--- config.mk ---
export PLATFORM = sky130hd
export DESIGN_NAME = conv_window_ctrl
export DESIGN_NICKNAME = d
export VERILOG_FILES = /design/src/conv_pkg.sv /design/src/conv_window_ctrl.sv
export SDC_FILE = /design/constraint.sdc
export NUM_CORES = 1
export LEC_CHECK = 0
export ABC_AREA = 1
export BUFFER_PORTS_ARGS = -buffer_cell sky130_fd_sc_hd__buf_2
export CAP_MARGIN = 0
export CORE_AREA = 2 2 190 192
export CTS_CLUSTER_SIZE = 25
export DETAILED_ROUTE_END_ITERATION = 16
export DIE_AREA = 0 0 192 194
export MAX_ROUTING_LAYER = met4
export SLEW_MARGIN = 20
export SYNTH_ARGS = -nofsm -noshare
export SYNTH_HDL_FRONTEND = slang
export SYNTH_SLANG_ARGS = --single-unit
--- constraint.sdc ---
create_clock -name clk -period 1.3 [get_ports clk]
set_input_delay 0.065 -clock clk [delete_from_list [all_inputs] [get_ports clk]]
set_output_delay 0.065 -clock clk [all_outputs]
set_load 0.03 [all_outputs]
--- src/conv_pkg.sv ---
package conv_pkg;

    // pixels are unsigned, weights are signed two's complement.
    localparam int pix_w = 16;
    localparam int k_dim = 5;
    localparam int n_taps = 25;
    localparam int n_lanes = 4;
    localparam int res_w = 32;
    localparam int fifo_depth = 4;

    localparam int prod_w = 2 * pix_w + 1;
    localparam int lane_w = $clog2(n_lanes);
    localparam int tap_w = $clog2(n_taps);
    localparam int idx_w = $clog2(k_dim);
    localparam int ptr_w = $clog2(fifo_depth);
    localparam int cnt_w = $clog2(fifo_depth + 1);

    // two windows can sit in the lane pipelines and one more in the window register.
    localparam int adv_min_free = 3;

    localparam int bus_adr_w = 12;
    localparam int bus_dat_w = 32;

    localparam logic [bus_adr_w-1:0] reg_ctrl = 12'h000;
    localparam logic [bus_adr_w-1:0] reg_status = 12'h004;
    localparam logic [bus_adr_w-1:0] reg_pixel = 12'h008;
    localparam logic [bus_adr_w-1:0] reg_result = 12'h00C;
    localparam logic [bus_adr_w-1:0] reg_weight_base = 12'h200;

    typedef struct packed {
        logic [k_dim-1:0][pix_w-1:0] row;
    } column_t;

    // tap index is column * 5 + row, column 0 is the oldest.
    typedef struct packed {
        logic [n_taps-1:0][pix_w-1:0] tap;
    } window_t;

    typedef struct packed {
        logic en;
        logic [lane_w-1:0] lane;
        logic [tap_w-1:0] tap;
        logic signed [pix_w-1:0] value;
    } weight_wr_t;

    typedef struct packed {
        logic valid;
        logic signed [res_w-1:0] value;
    } lane_res_t;

    typedef enum logic [1:0] {
        win_idle,
        win_fill,
        win_slide
    } win_state_e;

endpackage
--- src/conv_window_ctrl.sv ---
`timescale 1ns/1ps

module conv_window_ctrl (
    input  logic                 clk,
    input  logic                 nrst,
    input  logic                 restart,
    input  conv_pkg::column_t    column,
    input  logic                 column_valid,
    output logic                 column_ready,
    input  logic                 adv,
    output conv_pkg::window_t    window,
    output logic                 window_valid
);
    import conv_pkg::*;

    win_state_e state;
    logic [idx_w-1:0] col_cnt;
    logic win_pend;
    logic take;

    assign column_ready = adv;
    assign take = column_valid && column_ready;

    // a pending window is held until the lanes are allowed to move.
    assign window_valid = win_pend && adv;

    always_ff @(posedge clk or negedge nrst)
    begin
        if (!nrst)
        begin
            state <= win_idle;
            col_cnt <= '0;
            win_pend <= 1'b0;
        end
        else if (restart)
        begin
            state <= win_idle;
            col_cnt <= '0;
            win_pend <= 1'b0;
        end
        else if (adv)
        begin
            win_pend <= 1'b0;
            if (take)
            begin
                case (state)
                    win_idle:
                    begin
                        state <= win_fill;
                        col_cnt <= idx_w'(1);
                    end
                    win_fill:
                    begin
                        if (col_cnt == idx_w'(k_dim - 1))
                        begin
                            state <= win_slide;
                            col_cnt <= '0;
                            win_pend <= 1'b1;
                        end
                        else
                        begin
                            col_cnt <= col_cnt + 1'b1;
                        end
                    end
                    win_slide:
                    begin
                        win_pend <= 1'b1;
                    end
                    default:
                    begin
                        state <= win_idle;
                        col_cnt <= '0;
                    end
                endcase
            end
        end
    end

    // the newest column enters at column 4 and the oldest five pixels fall out.
    // after a restart five shifts replace every tap, so fill and slide share this path.
    always_ff @(posedge clk)
    begin
        if (take)
        begin
            window.tap <= {column.row, window.tap[n_taps-1:k_dim]};
        end
    end

endmodule

==> results_dict.tcl <==
set metrics [dict create \
    nNetsFinal 1216 \
    cap_viol_max_count 0 \
    avgSynthCellArea_um2 27.25 \
    fmax_ghz 0.7752 \
    vias 6906 \
    numCtsBuffers 42 \
    synth_seq_area_share 0.9744 \
    root_buffer "clkbuf_16" \
    grt_pass1_wl_um 42570 \
    netlist_instances 458 \
    htreeDepth 2 \
    clk_latency_ns 0.54 \
    skew_ns 0.01634 \
    drive_above_1_share 0.5290 \
    dieArea_um2 37250 \
    synthFlopType "edfxtp_1" \
    start_util 0.3543 \
    synth_xor_area_frac 0 \
    drc 0 \
    grt_max_degree 56 \
    cts_sinks 406 \
    path_clk_slew_ns 0.06 \
    synth_cell_type_count 17 \
    synth_compound_area_frac 0.001805 \
    total_power_mw 28.97 \
    routedWlPerCell_um 18.55 \
    finalMaxSlewViolations 0 \
    wirelength_um 30020 \
    fp.dieW_um 192 \
    hp-class "input port to flop" \
    synth_async_sr_flop_share 0.01478 \
    synth_area_um2 12480 \
    rsz0062_at_grt "true" \
    synth_edf_count 400 \
    grt_overflow_total 0 \
    start_kind "flop" \
    setup_tns_ns 0 \
    cts_tree "built" \
    synth_mux_area_frac 0 \
    synth_seq_cells 406 \
    crit_family "flip-flops" \
    yosys-top-cells-area "edfxtp_1 (96%), dfrtp_1 (1.2%), ha_1 (0.60%), nand2_1 (0.45%), inv_1 (0.30%)" \
    top_level_ports 487 \
    postRouteAntennaNets 0 \
    synth_top_family_by_area "simple AND/OR/NAND/NOR gates" \
    vias_per_cell 4.268 \
    fin_ws_ns 0.009941 \
    synth_top_area_share 0.9624 \
    hpwl_um 21630 \
    fin_crit_sh 0.9924 \
    crit_chain "buf_6" \
    path_class "flop to output port" \
    power.density_nw_per_um2 1587 \
    crit_path_end_kind "output port" \
    drt_pass1_iterations 5 \
    portBuffers 486 \
    ir_drop_mv 0.9754 \
    post-place-ws_ns 0.07234 \
    groute.usage.overall 0.1605 \
    final-setup-viol-count 0 \
    min_period_ns 1.290 \
    leakage_nw 7.217 \
    coreArea_um2 35220 \
    worstMarginPinSlew_ns 0.2997 \
    fin_area_um2 18250 \
    cp.arrival_ns 1.23 \
    slew-limit-headroom 0.7995 \
    max_stage_delay_ns 0.49 \
    slowest_stage "edfxtp_1" \
    syn-num-nets 549 \
    synthAdderAreaFrac 0.006015 \
    post_dp_cell_area_um2 15940 \
    path_buf_inv 1 \
    most-common-layout-cells "buf_2 (478), edfxtp_1 (400), dlygate4sd3_1 (86), clkbuf_16 (43), buf_4 (40)" \
    status "complete, no violations" \
    yosys_warnings 0 \
    synth-simple-area-share 0.01363 \
    final_common_cell "buf_2" \
    worstPathRequired_ns 1.24 \
    die_h_um 194 \
    nFillCells 2848 \
    drt_iter0_markers 322 \
    place_congestion 0.8732 \
    path_max_fanout 2 \
    finalHoldViolations 0 \
    yosys.area.top_type "edfxtp_1" \
    antenna_found_initial 2 \
    whs_ns 0.2308 \
    rows 69 \
    clockBufferDepth 3 \
    areaGrowthSynthToFinish_pct 46.20 \
    grt_pass1_vias 7030 \
]
[cells by family after synthesis]
group | after synthesis
DFF | 406
buffers and inverters | 12
AOI/OAI and AO/OA | 3
and+or+nand+nor | 31
adders and majority gates | 6
[report_power, final]
| group | switching (mW) | total (mW) | internal, mW |
|---|---|---|---|
| Clock | 4.70 | 11.2 | 6.47 |
| Combinational | 1.70 | 2.55 | 0.842 |
| Sequential | 0.264 | 15.3 | 15.0 |
| Total | 6.66 | 29.0 | 22.3 |
[per-stage QoR]
stage / utilization / cells
5_1_grt: 0.5180 / 1618
2_1_floorplan: - / 458
6_report: 0.5180 / 1618
4_1_cts: 0.5160 / 1609
3_5_place_dp: 0.4524 / 1440
3_3_place_gp: 0.4524 / 1440
[synth_stat cells, types with 2 or more instances]
| cell type | n |
|---|---|
| nor2_1 | 2 |
| dfrtp_1 | 6 |
| nand2_2 | 3 |
| nand2_1 | 15 |
| ha_1 | 6 |
| nand3_1 | 4 |
| nand3_2 | 2 |
| inv_1 | 10 |
| nand4_1 | 2 |
| o21ai_2 | 2 |
| edfxtp_1 | 400 |
[area by class of cell]
type,instances,area [um2],area share
flip-flops and latches,406,12160,0.6665
repair buffers,624,3892,0.2133
clock buffers,53,1114,0.06103
well taps,461,576.8,0.03161
multi-input cells,40,289.0,0.01584
clock inverters,21,160.2,0.008777
inverters,11,47.55,0.002606
diodes,2,5.005,0.0002743
[what timing repair did]
item                                   CTS  global route
gates cloned                             0             0
setup endpoints to repair               15            16
gates resized for setup                 12             8
hold buffers                            86             0
endpoints found under the hold margin   92             0
buffers inserted                         9             7
pin swaps                                0             1
[per-layer routing]
layer  vias up  GRT usage  routed length [um]  share of wire
met4         0    0.09415                1464          0.049
met3        93    0.03240                1588          0.053
met5         -          -                   0              0
met1      3355     0.1844               11580           0.39
met2       294     0.2605               15390           0.51
li1       3164          -                   -              -
[sequential cells by signal, summed over array words and instances, names as in the netlist]
name / count
win_pend: 1
col_cnt: 3
state: 2
window: 400
[path summary, 6_finish.rpt]
kind / slack (ns) / end / from / cells after the start
max in group asynchronous: 0.60 / col_cnt[1] / nrst / 3
max: 0.01 / window[271] / window[271] / 1
min: 0.23 / window[348] / column[28] / 2
min in group asynchronous: 0.47 / state[0] / nrst / 3
max reg2reg: 0.09 / state[1] / state[0] / 6
min reg2reg: 0.44 / window[169] / window[249] / 0
Power figures use the tool's default switching activity.
