`src/conv_pkg.sv`:
```
package conv_pkg;

    // pixels are unsigned, weights are signed two's complement.
    localparam int pix_w = 16;
    localparam int k_dim = 5;
    localparam int n_taps = 25;
    localparam int n_lanes = 4;
    localparam int res_w = 32;
    localparam int fifo_depth = 4;

    localparam int prod_w = 2 * pix_w + 1;
    localparam int lane_w = $clog2(n_lanes);
    localparam int tap_w = $clog2(n_taps);
    localparam int idx_w = $clog2(k_dim);
    localparam int ptr_w = $clog2(fifo_depth);
    localparam int cnt_w = $clog2(fifo_depth + 1);

    // two windows can sit in the lane pipelines and one more in the window register.
    localparam int adv_min_free = 3;

    localparam int bus_adr_w = 12;
    localparam int bus_dat_w = 32;

    localparam logic [bus_adr_w-1:0] reg_ctrl = 12'h000;
    localparam logic [bus_adr_w-1:0] reg_status = 12'h004;
    localparam logic [bus_adr_w-1:0] reg_pixel = 12'h008;
    localparam logic [bus_adr_w-1:0] reg_result = 12'h00C;
    localparam logic [bus_adr_w-1:0] reg_weight_base = 12'h200;

    typedef struct packed {
        logic [k_dim-1:0][pix_w-1:0] row;
    } column_t;

    // tap index is column * 5 + row, column 0 is the oldest.
    typedef struct packed {
        logic [n_taps-1:0][pix_w-1:0] tap;
    } window_t;

    typedef struct packed {
        logic en;
        logic [lane_w-1:0] lane;
        logic [tap_w-1:0] tap;
        logic signed [pix_w-1:0] value;
    } weight_wr_t;

    typedef struct packed {
        logic valid;
        logic signed [res_w-1:0] value;
    } lane_res_t;

    typedef enum logic [1:0] {
        win_idle,
        win_fill,
        win_slide
    } win_state_e;

endpackage
```
`src/conv_wb_regs.sv`:
```
`timescale 1ns/1ps

module conv_wb_regs (
    input  logic                              clk,
    input  logic                              nrst,
    input  logic                              cyc,
    input  logic                              stb,
    input  logic                              we,
    input  logic [conv_pkg::bus_adr_w-1:0]    adr,
    input  logic [conv_pkg::bus_dat_w-1:0]    dat_w,
    output logic [conv_pkg::bus_dat_w-1:0]    dat_r,
    output logic                              ack,
    output conv_pkg::weight_wr_t              weight_wr,
    output conv_pkg::column_t                 column,
    output logic                              column_valid,
    input  logic                              column_ready,
    output logic                              restart,
    input  logic [conv_pkg::res_w-1:0]        result_word,
    input  logic [conv_pkg::cnt_w-1:0]        fifo_count,
    output logic                              pop
);
    import conv_pkg::*;

    logic [idx_w-1:0] row_cnt;
    logic [k_dim-2:0][pix_w-1:0] stage;
    logic is_ctrl;
    logic is_status;
    logic is_pixel;
    logic is_result;
    logic is_weight;
    logic stall;
    logic accept;
    logic wr_restart;
    logic wr_pixel;
    logic ww_en;
    logic [lane_w-1:0] ww_lane;
    logic [tap_w-1:0] ww_tap;
    logic signed [pix_w-1:0] ww_value;
    logic [bus_dat_w-1:0] rd_data;

    assign is_ctrl = (adr == reg_ctrl);
    assign is_status = (adr == reg_status);
    assign is_pixel = (adr == reg_pixel);
    assign is_result = (adr == reg_result);
    assign is_weight = (adr[bus_adr_w-1:9] == reg_weight_base[bus_adr_w-1:9])
                       && (adr[2 +: tap_w] < tap_w'(n_taps));

    // the fifth pixel waits while the previous column is still held.
    assign stall = cyc && stb && we && is_pixel && (row_cnt == idx_w'(k_dim - 1))
                   && column_valid && !column_ready;
    assign accept = cyc && stb && !ack && !stall;
    assign wr_restart = accept && we && is_ctrl && dat_w[0];
    assign wr_pixel = accept && we && is_pixel;
    assign pop = accept && !we && is_result && (fifo_count != '0);

    always_comb
    begin
        rd_data = '0;
        if (is_status)
        begin
            rd_data = {24'b0, 4'(fifo_count), 2'b00, !column_valid, (fifo_count != '0)};
        end
        else if (is_result && (fifo_count != '0))
        begin
            rd_data = result_word;
        end
    end

    always_ff @(posedge clk or negedge nrst)
    begin
        if (!nrst)
        begin
            ack <= 1'b0;
            restart <= 1'b0;
            dat_r <= '0;
            ww_en <= 1'b0;
        end
        else
        begin
            ack <= accept;
            restart <= wr_restart;
            ww_en <= accept && we && is_weight;
            if (accept && !we)
            begin
                dat_r <= rd_data;
            end
        end
    end

    always_ff @(posedge clk or negedge nrst)
    begin
        if (!nrst)
        begin
            row_cnt <= '0;
            column_valid <= 1'b0;
        end
        else if (wr_restart)
        begin
            row_cnt <= '0;
            column_valid <= 1'b0;
        end
        else
        begin
            if (column_valid && column_ready)
            begin
                column_valid <= 1'b0;
            end
            if (wr_pixel)
            begin
                if (row_cnt == idx_w'(k_dim - 1))
                begin
                    row_cnt <= '0;
                    column_valid <= 1'b1;
                end
                else
                begin
                    row_cnt <= row_cnt + 1'b1;
                end
            end
        end
    end

    // rows 0 to 3 gather in stage so a pending column is not disturbed.
    always_ff @(posedge clk)
    begin
        if (wr_pixel)
        begin
            if (row_cnt == idx_w'(k_dim - 1))
            begin
                column.row <= {dat_w[pix_w-1:0], stage};
            end
            else
            begin
                stage[row_cnt] <= dat_w[pix_w-1:0];
            end
        end
        if (accept && we && is_weight)
        begin
            ww_lane <= adr[7 +: lane_w];
            ww_tap <= adr[2 +: tap_w];
            ww_value <= dat_w[pix_w-1:0];
        end
    end

    assign weight_wr = '{en: ww_en, lane: ww_lane, tap: ww_tap, value: ww_value};

endmodule

```
`config.mk`:
```
export PLATFORM = sky130hd
export DESIGN_NAME = conv_wb_regs
export DESIGN_NICKNAME = d
export VERILOG_FILES = /design/src/conv_pkg.sv /design/src/conv_wb_regs.sv
export SDC_FILE = /design/constraint.sdc
export NUM_CORES = 1
export LEC_CHECK = 0
export ABC_AREA = 1
export BUFFER_PORTS_ARGS = -buffer_cell sky130_fd_sc_hd__buf_2
export CORE_ASPECT_RATIO = 0.9
export CORE_UTILIZATION = 25
export CTS_CLUSTER_SIZE = 12
export DETAILED_ROUTE_END_ITERATION = 12
export GPL_ROUTABILITY_DRIVEN = 0
export PLACE_DENSITY = 0.55
export SYNTH_ARGS = -nofsm -noshare
export SYNTH_HDL_FRONTEND = slang
export SYNTH_SLANG_ARGS = --single-unit
export TNS_END_PERCENT = 50
```
`constraint.sdc`:
```
create_clock -name clk -period 6.47 [get_ports clk]
set_clock_uncertainty 0.2 [all_clocks]
set_input_delay 0.647 -clock clk [delete_from_list [all_inputs] [get_ports clk]]
set_output_delay 0.647 -clock clk [all_outputs]
set_load 0.01 [all_outputs]
```
==> key figures <==
Status
  – Status: complete, no violations

Power and ir drop
  – Static Leak: approximately 3.9 nW
  – Peak supply drop: about 0.17 mV
  – Reg power frac: approximately half
  – Gate power share: 1.9%
  – Psw: between 0.5 and 0.6 mW
  – Clk network pwr share: 47.8%
  – Switching Fraction: a little under a fifth
  – Cell Pwr Density: ~310 mW/mm²
  – Internal power: 2.30 mW

Worst setup path
  – Cell mode on critical path: nand2_1
  – Crit path largest cell delay: ~400 ps
  – Depth of the most critical reg-to-reg path: 8
  – CP Capture Point: pop
  – Slowest cell on crit path: dfrtp_1
  – Setup crit start: row_cnt[0]
  – Reg2reg start: row_cnt[0]
  – WS Path Type: flip-flop to primary output
  – Worst EP arrival: roughly 2500 ps
  – CP startpoint kind: flip-flop
  – Internal reg-to-reg setup slack: between 3000 and 4000 ps
  – CP max FO: 33
  – RR Endpoint: column[50]
  – Worst setup EP type: primary output
  – Critical Path RT: between 5000 and 6000 ps
  – Worst path cell trace: inv_1 -> ha_1 -> nand2_1 -> inv_2 -> nand2_1 -> nor3_2 -> nand2_1 -> nand2_2 -> inv_2 -> nand2_4 -> nor3_1 -> buf_2

Timing
  – Final hold viol count: 0
  – Slew Viols, Final: 0
  – RSZ-0062 raised after global routing: no
  – Worst slew pin tran: 1040 ps
  – Total Negative Setup Slacks: 0 ps
  – Period utilization: 51.5%
  – Setup Viol. Count Final: 0
  – Rel. slew slack: a little under a third
  – Fin crit period: ~3300 ps
  – FMAX: between 300 and 400 MHz
  – WHS: 70.3 ps

Drt
  – Routed length per instance: ~15 µm
  – DRC violations left: 0
  – Drt pass-1 iters: 4
  – Routed vias: ~4100
  – Avg Vias per Cell: 4.03
  – Post-DRT Antenna Nets: 0
  – Routed WL: approximately 15 mm
  – DR iter-0 viols: around 200

CTS
  – Clk pin slew, worst setup/hold paths: ~60 ps
  – CTS buffer count: 23
  – Buffers inserted by post-CTS timing repair: 0
  – Post-cts sizing count: 0
  – Clk root buf: clkbuf_16
  – CTS tree: yes
  – Hold Buf Count CTS: 0
  – CTS sink count: approximately 200
  – Clock Latency Late Sink: 510 ps
  – Clock buffer depth: 3
  – H-tree levels: 1

Floorplanning
  – Core Rows: 57
  – Ports: 225
  – Initial Util: around 26%
  – Core area: 0.0272 mm²
  – Die height: between 150 and 200 µm
  – DIE AREA: approximately 0.029 mm²
  – Die X: 178 µm

Worst hold path
  – Hold WC Path Type: primary input to async pin

Logic synthesis
  – Post-Synthesis Cells: 412
  – Post-synthesis sequential area ratio: 86.0%
  – Mapped Nets: ~500
  – Avg Cell Area, Syn: 16.9 µm²
  – Yosys cell types: 21
  – Post-synth top area cell: edfxtp_1
  – Synth area leaders: edfxtp_1 72%, dfrtp_1 14%, nand2_1 4.5%
  – Syn. warnings: 0
  – Synth Register Bits: 206
  – Combined area of all synthesized cells: approximately 0.0070 mm²
  – Synth top area share: between 70% and 80%

Final layout
  – Area Growth Syn to Fin: 32.6%
  – Ratio of cells with drive above 1 in the final layout: a little over two fifths
  – Final #Nets: between 700 and 800
  – Ant diodes: 0
  – Non-Filler Instances: ~1000
  – Most frequent cells in the layout: 208 x buf_2, 167 x edfxtp_1, 84 x nand2_1
  – Most common cell after layout, fill and taps aside: buf_2

Placement
  – IO buf count: 208
  – Placed Instances: around 970
  – DP HPWL: about 10 mm

Global routing
  – GRT Total Usage: a little over a tenth
  – Total gr overflow: 0
  – Initial antenna violation count: 0
  – Largest net degree at the start of global routing: 81
  – Vias in the first global route: a little under 4000
  – First-pass GRT wire length: 23.0 mm

Flow run
  – Max Cap Viol: 0
critical path, delay by kind of cell (launching register included):
kind | cells | cell delay (ps)
fa+ha+maj | 1 | 220
buf+inv | 4 | 430
flops | 1 | 400
simple gates | 7 | 920
power groups by stage:
stage / sequential [mW] / clock, mW / combinational (mW)
after floorplan: 1.46 / 0 / 0.0138
after global placement: 1.46 / 0 / 0.0544
after detailed placement: 1.46 / 0 / 0.0552
after CTS: 1.43 / 1.40 / 0.0553
after global routing: 1.43 / 1.44 / 0.0605
final: 1.43 / 1.36 / 0.0534
worst min path at each step:
stage,start,to,depth (start not counted)
finish,nrst,row_cnt[1],1
floorplan,nrst,ack,0
global placement,stage[55],column[55],0
global route,adr[8],ww_lane[1],1
CTS,nrst,dat_r[9],1
detailed placement,stage[17],column[17],0
layer usage:
layer	GRT usage [%]	up-vias	share of wire, %
met5	0	-	0
met3	3.69	28	11
met1	13.8	1911	43
li1	-	1917	-
met4	2.95	0	2.4
met2	16.7	211	44
synth_stat cells:
cell	n
buf_4	2
inv_2	4
buf_6	2
ha_1	5
inv_1	21
o211ai_1	1
nand3_1	38
nor3_2	1
nand2_4	1
edfxtp_1	167
nor2_2	4
nand2_1	84
nor3_1	1
o21ai_0	4
nor2_1	17
nand2_2	10
dfrtp_1	39
buf_8	1
nor4_1	1
nand4_1	4
buf_2	5
final cells by class:
type                            instances  area, µm²
Clock buffer                           27        591
Clock inverter                         10        188
Fill cell                            2715      17900
Inverter                               25       93.8
Multi-Input combinational cell        171        828
Sequential cell                       206       5990
Tap cell                              354        443
Timing Repair Buffer                  216       1100
stage by stage:
step,setup slack (ps),utilization (%),power (mW),area [µm²]
floorplan,1090,-,1.47,6970
global placement,3110,31.1,1.51,8460
detailed placement,3120,31.1,1.51,8460
CTS,3090,34.0,2.89,9240
global route,2840,34.0,2.93,9240
finish,3140,34.0,2.84,9240
sequential cells by signal, indices dropped and copies added, names as in the netlist:
register      flops
column           80
stage            64
dat_r            32
ww_value         16
ww_tap            5
row_cnt           3
ww_lane           2
ack               1
column_valid      1
restart           1
ww_en             1
kinds of logic (layout without fill, tap and decap cells):
group,after synthesis,count (layout),share of synthesized area [%]
adder cells (fa/ha/maj),5,5,0.898
AND/OR/NAND/NOR,161,161,10.3
buffers and inverters,35,278,2.46
flip-flops,206,206,86.0
AO/OA/AOI/OAI,5,5,0.395
No activity file was read; power rests on OpenSTA's default activity.
